**src/design/lsu_pkg.sv**
```systemverilog
`default_nettype none

package lsu_pkg;

   // memory opcode from the execute stage
   typedef logic [3:0] lsu_op_t;

   localparam lsu_op_t LSU_LD_B  = 4'h0;
   localparam lsu_op_t LSU_LD_H  = 4'h1;
   localparam lsu_op_t LSU_LD_W  = 4'h2;
   localparam lsu_op_t LSU_LD_BU = 4'h4;
   localparam lsu_op_t LSU_LD_HU = 4'h5;
   localparam lsu_op_t LSU_ST_B  = 4'h8;
   localparam lsu_op_t LSU_ST_H  = 4'h9;
   localparam lsu_op_t LSU_ST_W  = 4'ha;
   localparam lsu_op_t LSU_LL_W  = 4'hc;
   localparam lsu_op_t LSU_SC_W  = 4'he;

   // register and bus data word
   typedef logic [31:0] word_t;

   // one strobe per byte lane
   typedef logic [3:0] strb_t;

   // byte position inside a word
   typedef logic [1:0] byte_off_t;

   typedef enum logic [1:0] {
      SIZE_BYTE = 2'd0,
      SIZE_HALF = 2'd1,
      SIZE_WORD = 2'd2
   } access_size_e;

   // outstanding request tracker
   typedef enum logic {
      TRK_IDLE      = 1'b0,
      TRK_WAIT_DATA = 1'b1
   } track_state_e;

endpackage

`default_nettype wire

```
**src/design/lsu_issue.sv**
```systemverilog
`default_nettype none

module lsu_issue import lsu_pkg::*; (
   input  wire logic    clk,
   input  wire logic    rst_n,
   input  wire logic    valid,
   input  wire lsu_op_t lsu_op,
   input  wire word_t   base,
   input  wire word_t   offset,
   input  wire word_t   wdata,

   output logic         data_req,
   output word_t        data_addr,
   output logic         data_wr,
   output strb_t        data_wstrb,
   output word_t        data_wdata,
   output logic         data_ll,
   output logic         data_sc,

   output access_size_e ld_size,
   output logic         ld_unsigned,
   output logic         is_sc,
   output byte_off_t    addr_off
);

   access_size_e size;
   logic         is_store;
   logic         is_ll;
   logic         is_unsigned;
   logic         sc_op;
   word_t        addr;
   strb_t        strb_base;

   // single decode of the opcode, shared by request and load fields
   always_comb begin
      size        = SIZE_WORD;
      is_store    = 1'b0;
      is_ll       = 1'b0;
      is_unsigned = 1'b0;
      sc_op       = 1'b0;
      case (lsu_op)
         LSU_LD_B:  size = SIZE_BYTE;
         LSU_LD_H:  size = SIZE_HALF;
         LSU_LD_W:  size = SIZE_WORD;
         LSU_LD_BU: begin
            size        = SIZE_BYTE;
            is_unsigned = 1'b1;
         end
         LSU_LD_HU: begin
            size        = SIZE_HALF;
            is_unsigned = 1'b1;
         end
         LSU_ST_B: begin
            size     = SIZE_BYTE;
            is_store = 1'b1;
         end
         LSU_ST_H: begin
            size     = SIZE_HALF;
            is_store = 1'b1;
         end
         LSU_ST_W:  is_store = 1'b1;
         LSU_LL_W:  is_ll = 1'b1;
         LSU_SC_W: begin
            is_store = 1'b1;
            sc_op    = 1'b1;
         end
         default: ;
      endcase
   end

   assign addr = base + offset;

   always_comb begin
      case (size)
         SIZE_BYTE: strb_base = 4'b0001;
         SIZE_HALF: strb_base = 4'b0011;
         default:   strb_base = 4'b1111;
      endcase
   end

   assign data_wstrb = is_store ? strb_t'(strb_base << addr[1:0]) : '0;

   // narrow store data goes out on every lane, the strobe picks the one written
   always_comb begin
      data_wdata = '0;
      if (is_store) begin
         case (size)
            SIZE_BYTE: data_wdata = {4{wdata[7:0]}};
            SIZE_HALF: data_wdata = {2{wdata[15:0]}};
            default:   data_wdata = wdata;
         endcase
      end
   end

   assign data_req    = valid;
   assign data_addr   = addr;
   assign data_wr     = is_store;
   assign data_ll     = is_ll;
   assign data_sc     = sc_op;

   assign ld_size     = size;
   assign ld_unsigned = is_unsigned;
   assign is_sc       = sc_op;
   assign addr_off    = addr[1:0];

   // the core only issues naturally aligned accesses
   a_addr_aligned: assert property (@(posedge clk) disable iff (!rst_n)
      valid |-> !(size == SIZE_WORD && addr[1:0] != 2'b00) && !(size == SIZE_HALF && addr[0]))
      else $error("misaligned request addr=%h size=%s", addr, size.name());

endmodule

`default_nettype wire

```
**src/design/lsu_mem_track.sv**
```systemverilog
`default_nettype none

module lsu_mem_track import lsu_pkg::*; #(
   parameter int REG_ADDR_W = 5
) (
   input  wire logic                  clk,
   input  wire logic                  rst_n,
   input  wire logic                  valid,
   input  wire access_size_e          ld_size,
   input  wire logic                  ld_unsigned,
   input  wire logic                  is_sc,
   input  wire byte_off_t             addr_off,
   input  wire logic [REG_ADDR_W-1:0] ecl_lsu_rd_e,
   input  wire logic                  ecl_lsu_wen_e,
   input  wire logic                  data_addr_ok,
   input  wire logic                  data_data_ok,

   output access_size_e               size_m,
   output logic                       unsigned_m,
   output logic                       sc_m,
   output byte_off_t                  off_m,
   output logic [REG_ADDR_W-1:0]      lsu_ecl_rd_m,
   output logic                       lsu_ecl_wen_m,
   output logic                       data_recv
);

   track_state_e state;
   track_state_e state_next;

   // execute to memory register, refreshed while the core holds valid
   always_ff @(posedge clk or negedge rst_n) begin
      if (!rst_n) begin
         size_m        <= SIZE_WORD;
         unsigned_m    <= 1'b0;
         sc_m          <= 1'b0;
         off_m         <= '0;
         lsu_ecl_rd_m  <= '0;
         lsu_ecl_wen_m <= 1'b0;
      end else if (valid) begin
         size_m        <= ld_size;
         unsigned_m    <= ld_unsigned;
         sc_m          <= is_sc;
         off_m         <= addr_off;
         lsu_ecl_rd_m  <= ecl_lsu_rd_e;
         lsu_ecl_wen_m <= ecl_lsu_wen_e;
      end
   end

   always_comb begin
      state_next = state;
      case (state)
         TRK_IDLE: begin
            // accept and return in one cycle leaves nothing outstanding
            if (data_addr_ok && !data_data_ok)
               state_next = TRK_WAIT_DATA;
         end
         TRK_WAIT_DATA: begin
            if (data_data_ok)
               state_next = TRK_IDLE;
         end
      endcase
   end

   always_ff @(posedge clk or negedge rst_n) begin
      if (!rst_n)
         state <= TRK_IDLE;
      else
         state <= state_next;
   end

   assign data_recv = (state == TRK_WAIT_DATA);

   a_data_ok_outstanding: assert property (@(posedge clk) disable iff (!rst_n)
      (state == TRK_IDLE && data_data_ok) |-> data_addr_ok)
      else $error("data_data_ok with no request outstanding");

   a_single_outstanding: assert property (@(posedge clk) disable iff (!rst_n)
      (state == TRK_WAIT_DATA) |-> !data_addr_ok)
      else $error("data_addr_ok while a request is outstanding");

endmodule

`default_nettype wire

```
**src/design/lsu_load_align.sv**
```systemverilog
`default_nettype none

module lsu_load_align import lsu_pkg::*; (
   input  wire logic         clk,
   input  wire logic         rst_n,
   input  wire word_t        data_rdata,
   input  wire logic         data_scsucceed,
   input  wire access_size_e size_m,
   input  wire logic         unsigned_m,
   input  wire logic         sc_m,
   input  wire byte_off_t    off_m,

   output word_t             read_result_m
);

   logic [7:0]  byte_lane;
   logic [15:0] half_lane;
   logic        byte_sign;
   logic        half_sign;

   // lane picked by the low address bits of the request
   assign byte_lane = data_rdata[{off_m, 3'b000} +: 8];
   assign half_lane = data_rdata[{off_m[1], 4'b0000} +: 16];

   assign byte_sign = byte_lane[7] & ~unsigned_m;
   assign half_sign = half_lane[15] & ~unsigned_m;

   always_comb begin
      if (sc_m) begin
         // sc writes back only its success flag
         read_result_m = {31'd0, data_scsucceed};
      end else begin
         case (size_m)
            SIZE_BYTE: read_result_m = {{24{byte_sign}}, byte_lane};
            SIZE_HALF: read_result_m = {{16{half_sign}}, half_lane};
            default:   read_result_m = data_rdata;
         endcase
      end
   end

   // alignment checked at issue must still hold on the registered offset
   a_half_even_offset: assert property (@(posedge clk) disable iff (!rst_n)
      (size_m == SIZE_HALF && !sc_m) |-> !off_m[0])
      else $error("halfword load with odd offset %h", off_m);

endmodule

`default_nettype wire

```
**src/design/lsu_top.sv**
```systemverilog
`default_nettype none

module lsu_top import lsu_pkg::*; #(
   parameter int REG_ADDR_W = 5
) (
   input  wire logic                  clk,
   input  wire logic                  rst_n,

   // core side
   input  wire logic                  valid,
   input  wire lsu_op_t               lsu_op,
   input  wire word_t                 base,
   input  wire word_t                 offset,
   input  wire word_t                 wdata,
   input  wire logic [REG_ADDR_W-1:0] ecl_lsu_rd_e,
   input  wire logic                  ecl_lsu_wen_e,

   // data bus
   output logic                       data_req,
   output word_t                      data_addr,
   output logic                       data_wr,
   output strb_t                      data_wstrb,
   output word_t                      data_wdata,
   output logic                       data_ll,
   output logic                       data_sc,
   input  wire logic                  data_addr_ok,
   output logic                       data_recv,
   input  wire logic                  data_scsucceed,
   input  wire word_t                 data_rdata,
   input  wire logic                  data_data_ok,

   // memory stage result
   output word_t                      read_result_m,
   output logic                       lsu_rdata_valid_m,
   output logic [REG_ADDR_W-1:0]      lsu_ecl_rd_m,
   output logic                       lsu_ecl_wen_m
);

   access_size_e ld_size;
   logic         ld_unsigned;
   logic         is_sc;
   byte_off_t    addr_off;
   access_size_e size_m;
   logic         unsigned_m;
   logic         sc_m;
   byte_off_t    off_m;

   lsu_issue u_issue (
      .clk         (clk),
      .rst_n       (rst_n),
      .valid       (valid),
      .lsu_op      (lsu_op),
      .base        (base),
      .offset      (offset),
      .wdata       (wdata),
      .data_req    (data_req),
      .data_addr   (data_addr),
      .data_wr     (data_wr),
      .data_wstrb  (data_wstrb),
      .data_wdata  (data_wdata),
      .data_ll     (data_ll),
      .data_sc     (data_sc),
      .ld_size     (ld_size),
      .ld_unsigned (ld_unsigned),
      .is_sc       (is_sc),
      .addr_off    (addr_off)
   );

   lsu_mem_track #(
      .REG_ADDR_W (REG_ADDR_W)
   ) u_mem_track (
      .clk           (clk),
      .rst_n         (rst_n),
      .valid         (valid),
      .ld_size       (ld_size),
      .ld_unsigned   (ld_unsigned),
      .is_sc         (is_sc),
      .addr_off      (addr_off),
      .ecl_lsu_rd_e  (ecl_lsu_rd_e),
      .ecl_lsu_wen_e (ecl_lsu_wen_e),
      .data_addr_ok  (data_addr_ok),
      .data_data_ok  (data_data_ok),
      .size_m        (size_m),
      .unsigned_m    (unsigned_m),
      .sc_m          (sc_m),
      .off_m         (off_m),
      .lsu_ecl_rd_m  (lsu_ecl_rd_m),
      .lsu_ecl_wen_m (lsu_ecl_wen_m),
      .data_recv     (data_recv)
   );

   lsu_load_align u_load_align (
      .clk            (clk),
      .rst_n          (rst_n),
      .data_rdata     (data_rdata),
      .data_scsucceed (data_scsucceed),
      .size_m         (size_m),
      .unsigned_m     (unsigned_m),
      .sc_m           (sc_m),
      .off_m          (off_m),
      .read_result_m  (read_result_m)
   );

   // result is valid exactly when the bus returns data
   assign lsu_rdata_valid_m = data_data_ok;

endmodule

`default_nettype wire

```
**config.mk**
```make
export PLATFORM = sky130hd
export DESIGN_NAME = lsu_top
export DESIGN_NICKNAME = d
export VERILOG_FILES = /design/src/design/lsu_pkg.sv /design/src/design/lsu_issue.sv /design/src/design/lsu_mem_track.sv /design/src/design/lsu_load_align.sv /design/src/design/lsu_top.sv
export SDC_FILE = /design/constraint.sdc
export NUM_CORES = 1
export LEC_CHECK = 0
export BUFFER_PORTS_ARGS = -buffer_cell sky130_fd_sc_hd__buf_2
export CORE_AREA = 2 2 99 101
export CTS_CLUSTER_DIAMETER = 50
export DETAILED_ROUTE_END_ITERATION = 8
export DIE_AREA = 0 0 101 103
export PLACE_DENSITY = 0.78
export SLEW_MARGIN = 20
export SYNTH_ARGS = -nofsm -noshare
export SYNTH_HDL_FRONTEND = slang
export SYNTH_SLANG_ARGS = --single-unit
```
**constraint.sdc**
```tcl
create_clock -name clk -period 4.1 [get_ports clk]
set_clock_uncertainty 0.1 [all_clocks]
set_input_delay 0.615 -clock clk [delete_from_list [all_inputs] [get_ports clk]]
set_output_delay 0.615 -clock clk [all_outputs]
set_load 0.05 [all_outputs]
```
# Yosys cells after proc, flatten, opt, wreduce, memory -nomap -nowiden
# Cells that the tools add are included.
# op_classes
n_bitwise	4
shift	3
n_eq_ne	10
add_sub_neg	1
mux	14
reduce_logical	9
# ops
operator	count
$pmux 32 s2	2
$mux 32	2
$add 32x32->32	1
$shiftx 32x6->16	1
$shiftx 32x6->8	1
$eq 4x4->1 const B	5
$eq 4x3->1 const B	2
$pmux 4 s2	1
$mux 1	6
$reduce_or 3->1	2
$eq 2x1->1 const B	2
$eq 4x1->1 const B	1
$logic_not 2->1	2
$logic_not 4->1	1
$mux 4	1
$pmux 2 s2	1
$reduce_or 4->1	1
$shl 4x2->4	1
$and 1x1->1	2
$not 1->1	2
$pmux 1 s2	1
$reduce_or 2->1	1
$logic_and 1x1->1	1
$logic_not 1->1	1
# word_totals
input_bits	144
regBits	13
elab_cells	48
out_inout_bits	112

# Longest topological paths before layout
# logic_depth
word_depth	7
mapped_depth	8
ltp_nobuf	8

# Modules after synthesis
# A second synthesis with hierarchy kept.
# unflattened
hier_cells	523
area_unflattened_um2	3976.3
# by_module_without_submodules
mod	cells_each	seq_area_each_um2	instances	area_per_inst_um2
lsu_issue	353	0.0	1	2322.2
lsu_load_align	142	0.0	1	1126.1
lsu_mem_track	27	326.6	1	520.5
lsu_top	1	0.0	1	7.5

# Least setup slack after synthesis
# OpenSTA, ideal clock, no wires.
# synth_path
kind	input to output
start	in offset[0]
end	out data_addr[30]
cell_stages	8
arrival_ps	3482
t_required_ps	3385
path_slack_ps	-97
path_buffers	0
path_cell_list	ha_1 > fa_1 > a21o_1 > a221o_2 > a2111oi_4 > or3_4 > nor2_1 > a211oi_1
# synth_between
elab_chain_cells	1
# synth_rtl
item	line_no	source
start, declared	lsu_top.sv:13	input wire word_t offset,
$add 32x32->32	lsu_issue.sv:71	assign addr = base + offset;
end, declared	lsu_top.sv:20	output word_t data_addr,
# Every way passes these cells.

# Worst setup path after layout
# layout_path
start	in offset[0]
end	out data_addr[28]
# The elaborated chain is that of the path after synthesis.

==> run summary <==
IO Count: 256
Via Count: 4899
CTS Hold Bufs: 0
PortBufs: 255
post-route ant nets: 0
Reg2Reg Depth: 2
Starting Density: 39.17%
Fin. Hold Viols: 0
routing usage on met3: 3.186%
hold_ws: 0.1463 ns
sequential standard cell area: 326.6 um2
gr usage total: 23.16%
gpl congestion: 1.025
most used flip-flop cell after synthesis: dfrtp_1
CP max FO: 4
CTS tree: done
RSZ-0062 raised after global routing: no
Pleak: 2.628 nW
DPL Wire Length: 11080 um
Post-Route WL: 13070 um
dpl ws: 0.2415 ns
Tcrit/Tclk final: 95.30%
maximum VDD drop: 233.1 uV
syn_nets: 729
Cell Pwr Density: 318.0 nW/um2
Worst-path clk slew: 0.05 ns
Die Wd: 101 um
clk buf depth: 2
Die H: 103 um
largest net degree at the start of global routing: 31
fin util: 53.15%
initial antenna violation count: 0
Finish-stage setup viols: 0
first-pass GRT wire length: 19890 um
FF+latch count, synth: 13
vias in the first global route: 4318
fin crit period: 3.907 ns
diodes inserted: 0
area of the die: 10400 um2
Seq/Total Area, Yosys: 8.815%
Inserted Clock Buffers: 3
Synth area leaders: ha_1, a21oi_1, dfrtp_1
M1 GR Usage: 29.00%
vias per cell: 5.486
worst r2r dst: u_mem_track.size_m[1]$_DFFE_PN1P_
1st-pass router iterations: 4
PostCTS Resize Cnt: 0
area leader, netlist: ha_1
cell count after synthesis: 553
share of layout cells above drive strength 1: 38.25%
H-tree depth: 1
synthesized area: 3705 um2
fin nets: 956
setup ws final: 0.1928 ns
clk root buf: clkbuf_8
worst hold-check path type: in2async
Post-synth EDFFs: 0
Yosys top cell area share: 10.47%
Post-CTS Setup Inserts: 0
Area Growth Syn to Fin: 35.70%
Sum Neg Setup Slack: 0 ns
Filler cells: 974
FF-to-FF Start: u_mem_track.size_m[1]$_DFFE_PN1P_
multi-input combinational cell area: 3094 um2
M2 GR Usage: 41.13%
slew of the pin with the lowest slew margin: 0.7955 ns
routed len/inst: 14.64 um
ys async rst share: 100.0%
grt ovf: 0
status: completed
Final Max Slew Viols: 0
CP Capture Type: primary output
clock latency at the later pin of the worst-skew pair: 0.24 ns
critical setup path kind: in2out
Max Cap Viol: 0
Residual DRC: 0
Slew HR: 46.85%
yosys warns: 0
Critical Path RT: 3.38 ns
crit path launch type: primary input
post-synthesis area per instance: 6.699 um2
Placed Area: 4982 um2
Max Clk Rate: 255.9 MHz
critical path arrival: 3.19 ns
register-to-register path setup slack: 2.82 ns
1st-iter DRT viols: 152
CTS sink count: 13
FP Rows: 36
layer with the highest usage: met2
Core ar.: 9459 um2
total non-filler cell area in the finished layout: 5027 um2
Cell variety after synth: 73
cell usage after synthesis (all sizes together) (6+ instances only):
master  count
o21a        6
buf        15
nand3       6
o21ai      36
mux2       10
nand2b      7
ha         31
a21oi      62
xor2       13
inv        31
a211oi     17
xnor2      13
a21o       17
nor2       68
and2       13
nor3       12
dfrtp      12
a221oi     10
nand2      72
clkbuf     21
worst max-delay path: stages:
cell and delay, ns:
buf_2 0.10, ha_1 0.23, fa_1 0.41, a21o_1 0.21, a221o_2 0.41, a21oi_2 0.25
o311ai_1 0.21, a221oi_2 0.34, xnor2_1 0.14, buf_2 0.28
stage by stage:
step / cells / power [W]
finish: 893 / 0.001599
global route: 893 / 0.001694
CTS: 893 / 0.001598
detailed placement: 889 / 0.001480
global placement: 889 / 0.001475
floorplan: 553 / 0.001176
sequential cells by signal (all words and copies together), names as in the netlist:
register / count
u_mem_track.off_m: 2
u_mem_track.unsigned_m: 1
u_mem_track.data_recv: 1
u_mem_track.lsu_ecl_wen_m: 1
u_mem_track.sc_m: 1
u_mem_track.size_m: 2
u_mem_track.lsu_ecl_rd_m: 5
routing by layer:
metal	share of wire (%)	wire length [um]
met1	41	5422
met2	47	6201
met3	8.9	1167
met4	2.2	282
met5	0	0
where the power goes:
group | total, W | switching, W | internal (W) | leakage (nW)
Sequential | 0.000172 | 0.0000300 | 0.000142 | 0.157
Combinational | 0.00131 | 0.000941 | 0.000373 | 2.45
Clock | 0.000113 | 0.0000446 | 0.0000686 | 0.0228
how the worst max path moves through the flow:
| stage | from | endpoint | slack [ns] | depth (start not counted) |
|---|---|---|---|---|
| after floorplan | offset[0] | data_addr[26] | 0.24 | 8 |
| after global placement | offset[0] | data_addr[28] | 0.30 | 10 |
| after detailed placement | offset[0] | data_addr[28] | 0.24 | 10 |
| after CTS | offset[0] | data_addr[28] | 0.23 | 10 |
| after global routing | offset[0] | data_addr[28] | 0.11 | 10 |
| final | offset[0] | data_addr[28] | 0.19 | 10 |
cell usage in the layout (no fill, tap or decap), types with 4 or more instances in the layout:
master and n:
a31o_2 5, a2111oi_0 4, buf_2 255, a21oi_1 59, nor2b_1 4, xor2_1 13, or3_1 4, nor3b_1 4
o21ai_0 30, and4_1 5, a211oi_1 14, xnor2_1 13, nand4_1 5, nor3_1 12, ha_1 31, nor2_1 67
and2_1 13, a21o_1 16, o21a_1 6, inv_1 31, nand2_1 71, o211ai_1 5, nand3_1 6, nand2b_1 7
mux2_2 9, a221oi_1 8, o21ai_1 5, dfrtp_1 12
area by class of cell:
cell class / instances / area share [%]
inverters: 32 / 2.389
flip-flops and latches: 13 / 6.496
clock buffers: 4 / 0.8960
multi-input cells: 472 / 61.55
well taps: 114 / 2.837
repair buffers: 258 / 25.83
kinds of logic (layout without fill, tap and decap cells):
group           after synthesis  in the layout  share of synthesized area [%]
compound gates              193            193                          35.93
xor+xnor                     26             26                          6.147
mux                          13             13                          4.289
simple gates                208            208                          25.90
buf+inv                      68            294                          7.903
fa+ha+maj                    32             32                          11.01
flops                        13             13                          8.815
Note: power is estimated with default switching activity, not from simulation.
